===== src/common/lsu_pkg.sv =====
// Assumes a 32-bit address space with fixed DCCM and PIC windows; no DMA or fast-interrupt fields
package lsu_pkg;

   //**************************************************************************
   // Widths
   //**************************************************************************
   localparam int XLEN      = 32;
   localparam int OFFSET_W  = 12;          // Immediate offset of load/store
   localparam int MSCAUSE_W = 4;
   localparam int DCCM_HI_W = 16;          // Address bits compared for the DCCM window
   localparam int PIC_HI_W  = 17;          // Address bits compared for the PIC window

   //**************************************************************************
   // Memory map
   //**************************************************************************
   localparam logic [DCCM_HI_W-1:0] DCCM_BASE_HI = 16'hF004;   // 64 KB at F004_0000
   localparam logic [PIC_HI_W-1:0]  PIC_BASE_HI  = 17'h1E018;  // 32 KB at F00C_0000

   // Secondary cause reported with a load/store exception
   localparam logic [MSCAUSE_W-1:0] MSCAUSE_NONE          = 4'h0;
   localparam logic [MSCAUSE_W-1:0] MSCAUSE_ECC           = 4'h1;  // Double-bit ECC error
   localparam logic [MSCAUSE_W-1:0] MSCAUSE_REGION_CROSS  = 4'h2;
   localparam logic [MSCAUSE_W-1:0] MSCAUSE_PIC_SIZE      = 4'h3;  // PIC only takes aligned words
   localparam logic [MSCAUSE_W-1:0] MSCAUSE_EXT_UNALIGNED = 4'h4;

   //**************************************************************************
   // Types
   //**************************************************************************
   typedef enum logic [1:0] {
      LSU_BYTE = 2'd0,
      LSU_HALF = 2'd1,
      LSU_WORD = 2'd2
   } lsu_size_t;

   // Control packet; valid sits in the LSB so it can be split from the payload
   typedef struct packed {
      lsu_size_t size;
      logic      unsign;                     // Zero-extend byte and half loads
      logic      store;
      logic      load;
      logic      valid;
   } lsu_pkt_t;

   localparam int PKT_W = $bits(lsu_pkt_t);

   typedef struct packed {
      logic in_dccm;
      logic in_pic;
      logic external;                        // Neither DCCM nor PIC
   } lsu_region_t;

   typedef struct packed {
      logic                 access;          // Start and end in different regions
      logic                 misaligned;
      logic [MSCAUSE_W-1:0] mscause;
   } lsu_fault_t;

   typedef struct packed {
      logic                 exc_valid;
      logic                 single_ecc_error;
      logic                 inst_type;       // 1 for store
      logic                 exc_type;        // 0 misaligned, 1 access
      logic [MSCAUSE_W-1:0] mscause;
      logic [XLEN-1:0]      addr;
   } lsu_error_pkt_t;

endpackage


===== src/addr/lsu_addr_pipe.sv =====
// Address and fault state advances every cycle without a stall; end address covers aligned spans only
module lsu_addr_pipe (
   input  logic                         clk,
   input  logic                         rst_n,
   input  logic [lsu_pkg::XLEN-1:0]     exu_lsu_rs1_d,     // Base register
   input  logic [lsu_pkg::OFFSET_W-1:0] dec_lsu_offset_d,  // Signed immediate
   input  lsu_pkg::lsu_size_t           size_d,

   output logic [lsu_pkg::XLEN-1:0]     lsu_addr_d,
   output logic [lsu_pkg::XLEN-1:0]     lsu_addr_m,
   output logic [lsu_pkg::XLEN-1:0]     lsu_addr_r,
   output lsu_pkg::lsu_region_t         region_d,
   output lsu_pkg::lsu_region_t         region_m,
   output lsu_pkg::lsu_region_t         region_r,
   output logic                         lsu_exc_m,         // Access or misaligned fault
   output lsu_pkg::lsu_fault_t          fault_r
);
   import lsu_pkg::*;

   logic [XLEN-1:0] offset_ext_d;
   logic [XLEN-1:0] end_offset_d;
   logic [XLEN-1:0] end_addr_d;
   lsu_region_t     end_region_d;
   logic            pic_misaligned_d;
   logic            ext_misaligned_d;
   lsu_fault_t      fault_d;
   lsu_fault_t      fault_m;

   // Classify an address against the DCCM and PIC windows
   function automatic lsu_region_t decode_region(input logic [XLEN-1:0] addr);
      lsu_region_t region;
      region.in_dccm  = (addr[XLEN-1 -: DCCM_HI_W] == DCCM_BASE_HI);
      region.in_pic   = (addr[XLEN-1 -: PIC_HI_W] == PIC_BASE_HI);
      region.external = ~(region.in_dccm | region.in_pic);
      return region;
   endfunction

   //**************************************************************************
   // D stage address generation
   //**************************************************************************
   assign offset_ext_d = {{(XLEN-OFFSET_W){dec_lsu_offset_d[OFFSET_W-1]}}, dec_lsu_offset_d};
   assign lsu_addr_d   = exu_lsu_rs1_d + offset_ext_d;

   // Last byte touched by the access
   always_comb begin
      case (size_d)
         LSU_BYTE: end_offset_d = '0;
         LSU_HALF: end_offset_d = XLEN'(1);
         default:  end_offset_d = XLEN'(3);
      endcase
   end

   assign end_addr_d   = lsu_addr_d + end_offset_d;
   assign region_d     = decode_region(lsu_addr_d);
   assign end_region_d = decode_region(end_addr_d);

   // PIC registers are word wide
   assign pic_misaligned_d = region_d.in_pic &
                             ((size_d != LSU_WORD) | (lsu_addr_d[1:0] != 2'b00));

   always_comb begin
      case (size_d)
         LSU_BYTE: ext_misaligned_d = 1'b0;
         LSU_HALF: ext_misaligned_d = region_d.external & lsu_addr_d[0];
         default:  ext_misaligned_d = region_d.external & (lsu_addr_d[1:0] != 2'b00);
      endcase
   end

   // Access fault takes priority over misalignment
   always_comb begin
      fault_d.access     = (region_d != end_region_d);
      fault_d.misaligned = ~fault_d.access & (pic_misaligned_d | ext_misaligned_d);
      if (fault_d.access) begin
         fault_d.mscause = MSCAUSE_REGION_CROSS;
      end else if (pic_misaligned_d) begin
         fault_d.mscause = MSCAUSE_PIC_SIZE;
      end else if (ext_misaligned_d) begin
         fault_d.mscause = MSCAUSE_EXT_UNALIGNED;
      end else begin
         fault_d.mscause = MSCAUSE_NONE;
      end
   end

   //**************************************************************************
   // M and R staging
   //**************************************************************************
   always_ff @(posedge clk) begin
      lsu_addr_m <= lsu_addr_d;
      lsu_addr_r <= lsu_addr_m;
      region_m   <= region_d;
      region_r   <= region_m;
   end

   always_ff @(posedge clk or negedge rst_n) begin
      if (!rst_n) begin
         fault_m <= '0;
         fault_r <= '0;
      end else begin
         fault_m <= fault_d;
         fault_r <= fault_m;
      end
   end

   assign lsu_exc_m = fault_m.access | fault_m.misaligned;   // To the trap logic in M

endmodule


===== src/rtl/lsu_pkt_pipe.sv =====
// Packet advances every cycle; flush_m_up kills both the D-to-M and M-to-R transfers
module lsu_pkt_pipe (
   input  logic              clk,
   input  logic              rst_n,
   input  lsu_pkg::lsu_pkt_t lsu_p,          // Decoded packet in D
   input  logic              flush_m_up,     // Flush of M and older stages

   output lsu_pkg::lsu_pkt_t lsu_pkt_m,
   output lsu_pkg::lsu_pkt_t lsu_pkt_r
);
   import lsu_pkg::*;

   logic             valid_m;
   logic             valid_r;
   logic [PKT_W-1:1] pkt_hi_m;               // Packet without valid
   logic [PKT_W-1:1] pkt_hi_r;

   //**************************************************************************
   // Valid bits, kept in reset flops
   //**************************************************************************
   always_ff @(posedge clk or negedge rst_n) begin
      if (!rst_n) begin
         valid_m <= 1'b0;
         valid_r <= 1'b0;
      end else begin
         valid_m <= lsu_p.valid & ~flush_m_up;
         valid_r <= valid_m & ~flush_m_up;
      end
   end

   // Payload fields follow the valid bit
   always_ff @(posedge clk) begin
      pkt_hi_m <= lsu_p[PKT_W-1:1];
      pkt_hi_r <= pkt_hi_m;
   end

   assign lsu_pkt_m = {pkt_hi_m, valid_m};
   assign lsu_pkt_r = {pkt_hi_r, valid_r};

endmodule


===== src/rtl/lsu_result_stage.sv =====
// R-stage outputs are combinational from R inputs; bus data is captured in M only for external accesses
module lsu_result_stage (
   input  logic                     clk,
   input  logic                     rst_n,
   input  lsu_pkg::lsu_pkt_t        lsu_pkt_r,
   input  lsu_pkg::lsu_region_t     region_m,
   input  lsu_pkg::lsu_region_t     region_r,
   input  lsu_pkg::lsu_fault_t      fault_r,
   input  logic [lsu_pkg::XLEN-1:0] lsu_addr_r,
   input  logic [lsu_pkg::XLEN-1:0] bus_read_data_m,         // Bus return data in M
   input  logic [lsu_pkg::XLEN-1:0] lsu_ld_data_corr_r,      // ECC corrected DCCM/PIC data
   input  logic                     lsu_single_ecc_error_r,
   input  logic                     lsu_double_ecc_error_r,
   input  logic                     flush_r,

   output logic [lsu_pkg::XLEN-1:0] lsu_result_corr_r,       // Load data to the register file
   output lsu_pkg::lsu_error_pkt_t  lsu_error_pkt_r,
   output logic                     lsu_commit_r,
   output logic                     lsu_single_ecc_error_incr
);
   import lsu_pkg::*;

   logic [XLEN-1:0] bus_read_data_r;
   logic [XLEN-1:0] ld_data_r;
   logic            exc_valid_r;

   //**************************************************************************
   // Load data
   //**************************************************************************
   always_ff @(posedge clk or negedge rst_n) begin
      if (!rst_n) begin
         bus_read_data_r <= '0;
      end else if (region_m.external) begin
         bus_read_data_r <= bus_read_data_m;
      end
   end

   assign ld_data_r = region_r.external ? bus_read_data_r : lsu_ld_data_corr_r;

   // Extend byte and half by sign or zero
   always_comb begin
      case (lsu_pkt_r.size)
         LSU_BYTE: begin
            lsu_result_corr_r = lsu_pkt_r.unsign ?
                                {{(XLEN-8){1'b0}}, ld_data_r[7:0]} :
                                {{(XLEN-8){ld_data_r[7]}}, ld_data_r[7:0]};
         end
         LSU_HALF: begin
            lsu_result_corr_r = lsu_pkt_r.unsign ?
                                {{(XLEN-16){1'b0}}, ld_data_r[15:0]} :
                                {{(XLEN-16){ld_data_r[15]}}, ld_data_r[15:0]};
         end
         default: lsu_result_corr_r = ld_data_r;              // Word
      endcase
   end

   //**************************************************************************
   // Exception packet and commit
   //**************************************************************************
   assign exc_valid_r = lsu_pkt_r.valid &
                        (fault_r.access | fault_r.misaligned | lsu_double_ecc_error_r);

   always_comb begin
      lsu_error_pkt_r.exc_valid        = exc_valid_r;
      lsu_error_pkt_r.single_ecc_error = lsu_single_ecc_error_r & ~exc_valid_r;
      lsu_error_pkt_r.inst_type        = lsu_pkt_r.store;
      lsu_error_pkt_r.exc_type         = ~fault_r.misaligned;
      // ECC cause only when no address fault is present
      if (lsu_double_ecc_error_r & ~fault_r.access & ~fault_r.misaligned) begin
         lsu_error_pkt_r.mscause = MSCAUSE_ECC;
      end else begin
         lsu_error_pkt_r.mscause = fault_r.mscause;
      end
      lsu_error_pkt_r.addr = lsu_addr_r;
   end

   assign lsu_commit_r = lsu_pkt_r.valid & ~flush_r & (lsu_pkt_r.load | lsu_pkt_r.store);

   // Counts corrected errors of committed accesses
   assign lsu_single_ecc_error_incr = lsu_single_ecc_error_r & ~lsu_double_ecc_error_r &
                                      lsu_commit_r;

endmodule


===== src/rtl/lsu_ctl.sv =====
// Load/store control with a D/M/R pipe and no back-pressure; no DMA, bypass or store data path
module lsu_ctl (
   input  logic                         clk,
   input  logic                         rst_n,

   // D stage
   input  lsu_pkg::lsu_pkt_t            lsu_p,
   input  logic [lsu_pkg::XLEN-1:0]     exu_lsu_rs1_d,
   input  logic [lsu_pkg::OFFSET_W-1:0] dec_lsu_offset_d,

   // Flushes
   input  logic                         flush_m_up,
   input  logic                         flush_r,

   // Memory and bus returns
   input  logic [lsu_pkg::XLEN-1:0]     lsu_ld_data_corr_r,
   input  logic                         lsu_single_ecc_error_r,
   input  logic                         lsu_double_ecc_error_r,
   input  logic [lsu_pkg::XLEN-1:0]     bus_read_data_m,

   // Address and region per stage
   output logic [lsu_pkg::XLEN-1:0]     lsu_addr_d,
   output logic [lsu_pkg::XLEN-1:0]     lsu_addr_m,
   output logic [lsu_pkg::XLEN-1:0]     lsu_addr_r,
   output lsu_pkg::lsu_region_t         region_d,
   output lsu_pkg::lsu_region_t         region_m,
   output lsu_pkg::lsu_region_t         region_r,
   output logic                         lsu_exc_m,

   // Packet per stage
   output lsu_pkg::lsu_pkt_t            lsu_pkt_m,
   output lsu_pkg::lsu_pkt_t            lsu_pkt_r,

   // R stage results
   output logic [lsu_pkg::XLEN-1:0]     lsu_result_corr_r,
   output lsu_pkg::lsu_error_pkt_t      lsu_error_pkt_r,
   output logic                         lsu_commit_r,
   output logic                         lsu_single_ecc_error_incr
);
   import lsu_pkg::*;

   lsu_fault_t fault_r;                      // Staged fault set for the error packet

   lsu_addr_pipe u_addr (
      .clk              (clk),
      .rst_n            (rst_n),
      .exu_lsu_rs1_d    (exu_lsu_rs1_d),
      .dec_lsu_offset_d (dec_lsu_offset_d),
      .size_d           (lsu_p.size),
      .lsu_addr_d       (lsu_addr_d),
      .lsu_addr_m       (lsu_addr_m),
      .lsu_addr_r       (lsu_addr_r),
      .region_d         (region_d),
      .region_m         (region_m),
      .region_r         (region_r),
      .lsu_exc_m        (lsu_exc_m),
      .fault_r          (fault_r)
   );

   lsu_pkt_pipe u_pkt (
      .clk        (clk),
      .rst_n      (rst_n),
      .lsu_p      (lsu_p),
      .flush_m_up (flush_m_up),
      .lsu_pkt_m  (lsu_pkt_m),
      .lsu_pkt_r  (lsu_pkt_r)
   );

   lsu_result_stage u_result (
      .clk                       (clk),
      .rst_n                     (rst_n),
      .lsu_pkt_r                 (lsu_pkt_r),
      .region_m                  (region_m),
      .region_r                  (region_r),
      .fault_r                   (fault_r),
      .lsu_addr_r                (lsu_addr_r),
      .bus_read_data_m           (bus_read_data_m),
      .lsu_ld_data_corr_r        (lsu_ld_data_corr_r),
      .lsu_single_ecc_error_r    (lsu_single_ecc_error_r),
      .lsu_double_ecc_error_r    (lsu_double_ecc_error_r),
      .flush_r                   (flush_r),
      .lsu_result_corr_r         (lsu_result_corr_r),
      .lsu_error_pkt_r           (lsu_error_pkt_r),
      .lsu_commit_r              (lsu_commit_r),
      .lsu_single_ecc_error_incr (lsu_single_ecc_error_incr)
   );

endmodule


===== config.mk =====
export PLATFORM = sky130hd
export DESIGN_NAME = lsu_ctl
export DESIGN_NICKNAME = d
export VERILOG_FILES = /design/src/common/lsu_pkg.sv /design/src/addr/lsu_addr_pipe.sv /design/src/rtl/lsu_pkt_pipe.sv /design/src/rtl/lsu_result_stage.sv /design/src/rtl/lsu_ctl.sv
export SDC_FILE = /design/constraint.sdc
export NUM_CORES = 1
export LEC_CHECK = 0
export ABC_AREA = 1
export CAP_MARGIN = 20
export CORE_ASPECT_RATIO = 0.75
export CORE_MARGIN = 5
export CORE_UTILIZATION = 50
export DETAILED_ROUTE_END_ITERATION = 10
export DONT_BUFFER_PORTS = 1
export PLACE_DENSITY = 0.76
export SLEW_MARGIN = 0
export SYNTH_ARGS = -nofsm -noshare
export SYNTH_HDL_FRONTEND = slang
export SYNTH_SLANG_ARGS = --single-unit

===== constraint.sdc =====
create_clock -name clk -period 3.2 [get_ports clk]
set_input_delay 0.16 -clock clk [delete_from_list [all_inputs] [get_ports clk]]
set_output_delay 0.16 -clock clk [all_outputs]
set_load 0.03 [all_outputs]

* Yosys cells after proc, flatten, opt, wreduce, memory -nomap -nowiden
Index checks and enable logic that the tools add are counted.
Storage, ports and cells: bits in registers 126, latch bits 0, bits in writable memories 0, memory bits (read-only) 0, input bits 120, output and inout port bits 192, logic and storage cells 73, memories 0
Cells by class: $add $sub $neg 2, multiply operators 0, div/mod/pow operators 0, magnitude comparators 0, equality and inequality tests 8, shift operators 0, mux-type cells 10, bitwise logic cells 31, reduce and logical (&&, ||, !) cells 3
Operator list (number):
- $mux 32 | 3
- $pmux 32 s2 | 1
- $eq 17x17->1 const B | 2
- $add 32x2->32 | 1
- $add 32x32->32 | 1
- $eq 16x16->1 const B | 2
- $and 1x1->1 | 14
- $mux 4 | 3
- $not 1->1 | 9
- $or 1x1->1 | 8
- $eq 2x1->1 const B | 2
- $logic_not 2->1 | 2
- $pmux 2 s2 | 1
- $mux 3 | 1
- $ne 3x3->1 | 1
- $ne 2x2->1 const B | 1
- $pmux 1 s2 | 1
- $reduce_bool 2->1 | 1

* Logic depth before layout (Yosys ltp)
Gate-level depths: netlist (run 1).
word-level depth 9, depth in mapped cells 27, gate-level depth less buffers 27

* Hierarchy
From an unflattened synthesis (run 1), not the netlist that was laid out.
Second synthesis, totals: cell total of the unflattened synthesis 1272, area total of the unflattened synthesis 8431.8 um2
By module, submodules not included:
- lsu_addr_pipe | instances 1, cells an instance 930, area an instance 5900.7 um2, sequential area each 1651.6 um2
- lsu_result_stage | instances 1, cells an instance 324, area an instance 2250.9 um2, sequential area each 800.8 um2
- lsu_pkt_pipe | instances 1, cells an instance 18, area an instance 280.3 um2, sequential area each 250.2 um2

* Least setup slack after synthesis (run 1)
No wires, ideal clock.
path kind input-to-reg, start point input port exu_lsu_rs1_d[0] (netlist name), end point register u_addr.fault_m[0] (netlist name), setup time 0.139 ns, arrival 3.109 ns, required time 3.061 ns, path slack -0.048 ns, stages 26, path buffers 0, cells stage by stage ha_1 > inv_1 > fa_1 > inv_1 > ha_1 > nand2_1 > inv_1 > nand2_1 > a21oi_1 > nand3_1 > inv_1 > nand2_2 > nor2_4 > nand2_2 > nor2_4 > nand2_2 > nor2_4 > nand3_1 > nand2_1 > nand3_1 > nor2_1 > nand3_1 > nand2_1 > nand2_1 > nand3_2 > nor2_1
RTL lines:
- from (decl) | RTL line lsu_ctl.sv:8 | input logic [lsu_pkg::XLEN-1:0] exu_lsu_rs1_d,
- to (signal assigned) | RTL line lsu_addr_pipe.sv:99 | fault_m <= fault_d;
- to (decl) | RTL line lsu_addr_pipe.sv:27 | lsu_fault_t fault_m;

* Final worst setup path (run 1)
start point input port exu_lsu_rs1_d[0] (netlist name), end point output port region_d[0] (netlist name)
On the way: word-level cells in the longest chain between the ends 4, elaborated cells between the ends (all ways) 5, those cells by class add/sub (1); eq/ne (2); bitwise (2)
Ends and longest elaborated chain:
- $add 32x32->32 * | RTL line lsu_addr_pipe.sv:42 | assign lsu_addr_d = exu_lsu_rs1_d + offset_ext_d;
- $eq 17x17->1 / $eq 16x16->1 (equally long branches) | RTL line lsu_addr_pipe.sv:33, lsu_addr_pipe.sv:32
- $or 1x1->1 * | RTL line lsu_addr_pipe.sv:34 | region.external = ~(region.in_dccm | region.in_pic);
- $not 1->1 * | RTL line lsu_addr_pipe.sv:34
- to (decl) | RTL line lsu_ctl.sv:25 | output lsu_pkg::lsu_region_t region_d,
Every way passes the cells marked *; elsewhere a longest branch is shown, timed or not.

==> results of run 1 <==
[cell usage in the layout, fill, tap and decap left out, types with 2 or more instances in the layout]
cell type | netlist | layout
nand2_2 | 39 | 42
buf_6 | 0 | 2
buf_4 | 37 | 96
clkbuf_16 | 0 | 17
mux2_2 | 16 | 16
nand3_2 | 21 | 23
nand2_4 | 5 | 6
dfxtp_1 | 80 | 79
nor3_2 | 1 | 2
clkinv_1 | 3 | 3
bufinv_16 | 0 | 2
nor3_1 | 9 | 8
dfrtp_1 | 44 | 44
dlygate4sd3_1 | 0 | 40
a21oi_1 | 19 | 18
inv_2 | 13 | 17
nor2_1 | 106 | 103
nor2_2 | 17 | 18
nand4_1 | 27 | 27
and3_1 | 2 | 2
clkinv_4 | 0 | 3
nor2_4 | 12 | 14
ha_1 | 32 | 31
inv_1 | 190 | 186
o21bai_1 | 2 | 2
and2_1 | 5 | 5
nand3_4 | 0 | 2
or2_2 | 2 | 2
inv_8 | 0 | 4
a21oi_2 | 4 | 5
xor2_1 | 2 | 2
nand3_1 | 83 | 79
inv_6 | 0 | 4
o21ai_0 | 74 | 74
nand2_1 | 404 | 400
[how the worst min path moves through the flow]
stage / from / end / slack [ps]
after floorplan: rst_n / u_addr.fault_m[0]$_DFF_PN0_ / -140
after detailed placement: rst_n / u_result.bus_read_data_r[18]$_DFFE_PN0P_ / -130
after global placement: rst_n / u_result.bus_read_data_r[30]$_DFFE_PN0P_ / -130
after global routing: lsu_p[5] / u_addr.fault_m[0]$_DFF_PN0_ / 110
final: lsu_p[5] / u_addr.fault_m[1]$_DFF_PN0_ / 70
after CTS: lsu_p[5] / u_addr.fault_m[1]$_DFF_PN0_ / 60
[registers in the layout (all words and copies together), names as in the netlist, 3 cells and up]
signal,cells
u_addr.lsu_addr_r,32
u_addr.region_r,3
u_addr.fault_m,5
u_result.bus_read_data_r,32
u_pkt.pkt_hi_r,5
u_addr.lsu_addr_m,32
u_addr.region_m,3
u_pkt.pkt_hi_m,5
u_addr.fault_r,5
[power by group through the flow]
stage / sequential [W] / combinational, W / clock (W)
after floorplan: 0.00214 / 0.00130 / 0
after global placement: 0.00234 / 0.00151 / 0
after global routing: 0.00233 / 0.00179 / 0.00210
after detailed placement: 0.00234 / 0.00153 / 0
final: 0.00231 / 0.00165 / 0.00198
after CTS: 0.00231 / 0.00159 / 0.00203
[cells by family after synthesis]
kind of cell    count (synthesis)  synth area share [%]
mux                            16                  2.15
xor+xnor                        2                 0.209
buf+inv                       258                  13.2
fa+ha+maj                      33                  5.02
compound gates                102                  6.49
flops                         124                  32.3
simple gates                  737                  40.6
other cells                     1                0.0448
[per-layer routing]
| layer | wire length [um] | GRT usage [%] | vias to the layer above |
|---|---|---|---|
| li1 | - | - | 4153 |
| met1 | 12000 | 36.4 | 3866 |
| met2 | 12500 | 42.3 | 442 |
| met3 | 2750 | 9.03 | 59 |
| met4 | 705 | 9.00 | 0 |
| met5 | 0 | 0 | - |
[timing repair]
action / in CTS / in global routing
hold buffers: 41 / 0
gates resized for setup: 0 / 28
endpoints found under the hold margin: 85 / 0
setup endpoints to repair: 0 / 8
setup buffers: 0 / 6
[area by class of cell]
type | instances | area, um^2 | area share (%)
Clock buffer | 18 | 439 | 4.31
Clock inverter | 14 | 174 | 1.70
Inverter | 206 | 773 | 7.58
Multi-Input combinational cell | 891 | 4670 | 45.8
Sequential cell | 124 | 2700 | 26.5
Tap cell | 215 | 269 | 2.64
Timing Repair Buffer | 139 | 1170 | 11.5
[tightest hold or removal path: stages]
cell     delay (ps)
inv_1            70
o41ai_1         120
nand4_1          90
[metrics by stage]
| step | std cells | power, W |
|---|---|---|
| after floorplan | 1273 | 0.00344 |
| after global placement | 1528 | 0.00385 |
| after detailed placement | 1528 | 0.00387 |
| after CTS | 1601 | 0.00593 |
| after global routing | 1607 | 0.00622 |
| final | 1607 | 0.00594 |
==> impl_metrics.csv, run 1 <==
group,metric,value,unit
setup_path,r2r_cells,1,
setup_path,cp-start-kind,"primary input",
floorplanning,initial_core_util,50.4,%
synth,synth-seq-cells,124,
synth,synthFlopType,"dfxtp_1",
setup_path,worstSetupEndpoint,"region_d[0]",
power,p_sw_share,41.9,%
sta,worst_slack,176,ps
setup_path,crit_path_max_incr_delay,440,ps
setup_path,crit_cells,19,
global_routing,grt_pass1_vias,8015,
setup_path,worstPathCellList,"ha_2 > inv_1 > fa_1 > inv_1 > buf_4 > nand3_2 > nand3_4 > nand2_2 > nand2_2 > nand2_1 > nand2_4 > nand2_2 > nor4_4 > nand3_1 > inv_1 > nand4_1 > inv_2 > nor2_2 > buf_4",
global_routing,grt_pass1_wl,42.6,mm
synth,synthTopCellsByArea,"dfxtp_1 (19%), nand2_1 (18%), dfrtp_1 (13%), inv_1 (8.5%), nand3_1 (5.0%)",
cts,cts.clk_slew.worst_paths,60,ps
setup_path,reg2reg_to,"u_result.bus_read_data_r[26]$_DFFE_PN0P_",
synth,synth_seq_area_share,32.3,%
setup_path,r2r_start,"u_addr.region_m[0]$_DFF_P_",
cts,clock_path_buffers,2,
floorplanning,rows,41,
setup_path,worstPathRequired,3040,ps
floorplanning,fp.dieH,122,um
setup_path,crit_type,"primary input to output pin",
synth,async_flop_share,35.5,%
global_routing,overflow,0,
cells_and_area,antenna_cells,0,
sta,min_period,3020,ps
placed_design,gp_congestion,0.940,
cts,clkLatencyLatePin,410,ps
synth,synth-edff-count,0,
setup_path,critPathBufInv,6,
sta,hold_slack,68.0,ps
cts,cts.sinks,124,
setup_path,crit_path_start,"exu_lsu_rs1_d[0]",
sta,finalHoldViolCount,0,
routing,num_vias,8520,
power,power_switching,0.00249,W
min_path,hold_depth,3,
sta,fin_skew,10.8,ps
power,seqPwrFrac,38.9,%
global_routing,grt_start_max_net_pins,51,
sta,tns,0,ps
placed_design,dp_hpwl,22.2,mm
min_path,hp-class,"primary input to flop",
floorplanning,fp.dieW,159,um
sta,period_share,94.5,%
synth,yosysWarnings,0,
global_routing,antenna_found_initial,0,
floorplanning,die_area,0.0195,mm^2
global_routing,track_usage,27.4,%
sta,tightestPinTransition,1080,ps
cells_and_area,fin_nets,1532,
routing,firstDrtPassIters,5,
routing,via_per_inst,5.30,
flow_run,cap_violations,0,
sta,timing.fmax,331,MHz
synth,synth_cell_types,36,
cells_and_area,area_growth,21.8,%
power,ir_drop,0.434,mV
cells_and_area,postLayoutCoreUtil,61.4,%
synth,synth_common_cells,"nand2_1 (404), inv_1 (190), nor2_1 (106)",
cts,cts_made_buffers,17,
placed_design,io_buffers,0,
placed_design,dpl_cell_area,0.00900,mm^2
power,powerDensity,582,mW/mm^2
synth,synthCells,1273,
cts,cts_tree,"built",
power,intPower,0.00345,W
cts,root_buffer,"clkbuf_16",
placed_design,dp_slack,-198,ps
power,power.share.combinational,27.7,%
cts,htree_num_levels,4,
power,power_frac_clock,33.4,%
routing,wl,27.9,mm
synth,yosysMostFrequentCell,"nand2_1",
routing,wl_per_cell,17.3,um
run_status,status,"completed",
setup_path,crit_path_end_kind,"output pin",
floorplanning,pin_count,312,
setup_path,cp_top_family,"simple AND/OR/NAND/NOR gates",
routing,drc,0,
synth,synth_area,0.00837,mm^2
sta,slew_headroom,28.0,%
synth,synth.net_count,1426,
routing,drtIter0Drc,808,
setup_path,worstPathArrival,2860,ps
sta,drv_slew,0,
setup_path,critPathSlowestCell,"fa_1",
synth,synth.top_cell.area_share,19.1,%
setup_path,r2r_slack,1570,ps
setup_path,crit_path_max_fanout,4,
cells_and_area,layout-drive-gt1-share,20.5,%
cells_and_area,fillCellCount,1523,
floorplanning,core,0.0166,mm^2
sta,finalSetupViolations,0,
power,p_leak,5.34,nW
cells_and_area,stdcell_area,0.0102,mm^2
synth,synth_largest_area_cell,"dfxtp_1",
synth,synth.avg_cell_area,6.58,um^2
routing,antenna_left,0,
No activity file was read; power rests on OpenSTA's default activity.
==> inputs of run 2 (changes only) <==
- CELL_PAD_IN_SITES_DETAIL_PLACEMENT: not set -> 0
- CELL_PAD_IN_SITES_GLOBAL_PLACEMENT: not set -> 1
- CORE_UTILIZATION: 50 -> 44
- PLACE_DENSITY: 0.76 -> 0.92
==> run 2 against run 1 <==
- via count fell by 1.5%
- combinational power barely moved
- power fell by 0.33%
- design area rose by 1.1%
- worst setup slack got worse by 14 ps
- utilization fell by 6.0 points
- sequential cell count did not move
- sequential share of layout area fell by 0.30 points
- worst hold slack improved by 22 ps
==> impl_metrics.csv, run 2 (synthesis results as in run 1) <==
group,metric,value,unit
routing,firstDrtPassIters,7,
sta,tightestPinTransition,1090,ps
sta,fin_skew,13.4,ps
setup_path,critPathSlowestCell,"ha_1",
routing,antenna_left,0,
power,powerDensity,574,mW/mm^2
routing,wl,28.8,mm
placed_design,dpl_cell_area,0.00908,mm^2
floorplanning,initial_core_util,45.0,%
min_path,hp-class,"primary input to flop",
floorplanning,rows,43,
setup_path,r2r_cells,1,
setup_path,cp-start-kind,"primary input",
cells_and_area,stdcell_area,0.0103,mm^2
cts,cts_made_buffers,17,
placed_design,io_buffers,0,
power,p_leak,5.35,nW
routing,num_vias,8395,
setup_path,crit_path_start,"exu_lsu_rs1_d[22]",
run_status,status,"completed",
global_routing,overflow,0,
setup_path,crit_path_end_kind,"output pin",
floorplanning,fp.dieW,169,um
routing,wl_per_cell,17.5,um
setup_path,crit_type,"primary input to output pin",
cells_and_area,fin_nets,1538,
cts,cts.clk_slew.worst_paths,60,ps
routing,top_layer_used,"met4",
setup_path,crit_path_max_fanout,6,
setup_path,worstPathCellList,"ha_1 > nand2_1 > inv_1 > nand2_1 > nand2_1 > a21oi_1 > nand3_1 > nand2_1 > nand2_2 > nor4_2 > buf_4 > nand3_1 > inv_1 > nand4_1 > inv_2 > nor2_1 > buf_4",
sta,slew_headroom,27.1,%
setup_path,crit_path_max_incr_delay,420,ps
routing,met3_length,2.62,mm
routing,wl_met2,12.7,mm
setup_path,worstPathRequired,3040,ps
cts,cts_tree,"built",
power,power.share.combinational,28.4,%
global_routing,track_usage,25.1,%
routing,drc,0,
global_routing,grt_pass1_wl,43.5,mm
floorplanning,fp.dieH,129,um
cells_and_area,largest_registers,"u_addr.lsu_addr_m: 32 flops, u_addr.lsu_addr_r: 32 flops, u_result.bus_read_data_r: 32 flops",
power,power_frac_clock,32.5,%
sta,min_period,3040,ps
sta,period_share,94.9,%
cts,cts.sinks,124,
routing,drtIter0Drc,723,
cts,clkLatencyLatePin,410,ps
setup_path,cpMostUsedCell,"nand2_1",
sta,finalSetupViolations,0,
global_routing,grt_start_max_net_pins,51,
routing,drt-met1-wl,13.2,mm
setup_path,worstPathArrival,2880,ps
min_path,min_from,"lsu_p[5]",
power,ir_drop,0.437,mV
placed_design,dp_slack,-195,ps
flow_run,cap_violations,0,
placed_design,dp_hpwl,23.5,mm
power,p_sw_share,42.8,%
sta,drv_slew,0,
floorplanning,core,0.0186,mm^2
setup_path,reg2reg_to,"u_result.bus_read_data_r[28]$_DFFE_PN0P_",
sta,hold_slack,90.1,ps
cells_and_area,layout-drive-gt1-share,22.0,%
cells_and_area,layout_commonest_cell,"nand2_1",
cells_and_area,final_cell_mix,"nand2_1 (394), inv_1 (185), buf_4 (104), nor2_1 (101)",
cts,root_buffer,"clkbuf_16",
floorplanning,pin_count,312,
cts,clock_path_buffers,2,
power,p_total,0.00592,W
setup_path,r2r_slack,1600,ps
setup_path,r2r_start,"u_addr.region_m[0]$_DFF_P_",
global_routing,grt_pass1_vias,7875,
power,power_switching,0.00253,W
placed_design,gp_congestion,0.948,
cts,htree_num_levels,4,
power,seqPwrFrac,39.1,%
sta,worst_slack,162,ps
power,intPower,0.00339,W
sta,finalHoldViolCount,0,
global_routing,antenna_found_initial,0,
cells_and_area,area_growth,23.2,%
sta,tns,0,ps
routing,via_per_inst,5.10,
floorplanning,die_area,0.0219,mm^2
sta,timing.fmax,329,MHz
setup_path,worstSetupEndpoint,"region_d[0]",
==> run 2: stage by stage <==
step | instances | util, %
6_report | 1646 | 55.4
5_1_grt | 1645 | 55.4
4_1_cts | 1639 | 54.3
3_5_place_dp | 1566 | 48.8
3_3_place_gp | 1566 | 48.8
2_1_floorplan | 1273 | -
==> run 2: worst max-delay path: cells and delay by family <==
kind / cells / cell delay [ps]
compound gates: 1 / 290
fa+ha+maj: 1 / 420
buf+inv: 5 / 620
simple gates: 10 / 1370
==> run 2: how the worst min path moves through the flow <==
| stage | endpoint | slack, ps | cells after the start |
|---|---|---|---|
| after floorplan | u_addr.fault_m[0]$_DFF_PN0_ | -140 | 0 |
| after global placement | u_result.bus_read_data_r[5]$_DFFE_PN0P_ | -130 | 0 |
| after detailed placement | u_result.bus_read_data_r[6]$_DFFE_PN0P_ | -130 | 0 |
| after CTS | u_addr.fault_m[1]$_DFF_PN0_ | 80 | 3 |
| after global routing | u_addr.fault_m[0]$_DFF_PN0_ | 120 | 3 |
| final | u_addr.fault_m[1]$_DFF_PN0_ | 90 | 3 |
==> run 2: timing repair <==
| action | in CTS | in global routing |
|---|---|---|
| buffers inserted | 0 | 6 |
| gates resized for setup | 0 | 45 |
| endpoints found under the hold margin | 84 | 0 |
| hold buffers | 41 | 0 |
| endpoints found under the setup margin | 0 | 8 |
==> run 2: power by group through the flow <==
stage               sequential, W  clock [W]  combinational (W)
finish                    0.00231    0.00193            0.00168
global route              0.00234    0.00204            0.00183
CTS                       0.00232    0.00196            0.00163
detailed placement        0.00235          0            0.00156
global placement          0.00234          0            0.00156
floorplan                 0.00214          0            0.00130
==> run 2: area by class of cell <==
| class | count | area, um^2 |
|---|---|---|
| flip-flops and latches | 124 | 2700 |
| clock buffers | 17 | 425 |
| well taps | 247 | 309 |
| fillers | 1835 | 8300 |
| inverters | 206 | 773 |
| clock inverters | 15 | 170 |
| repair buffers | 145 | 1210 |
| diodes | 1 | 2.50 |
| multi-input cells | 891 | 4720 |
==> run 2: routing by layer <==
| metal | global-route usage [%] | up-vias |
|---|---|---|
| li1 | - | 4170 |
| met1 | 35.6 | 3817 |
| met2 | 39.1 | 388 |
| met3 | 6.89 | 20 |
| met4 | 4.50 | 0 |
| met5 | 0 | - |
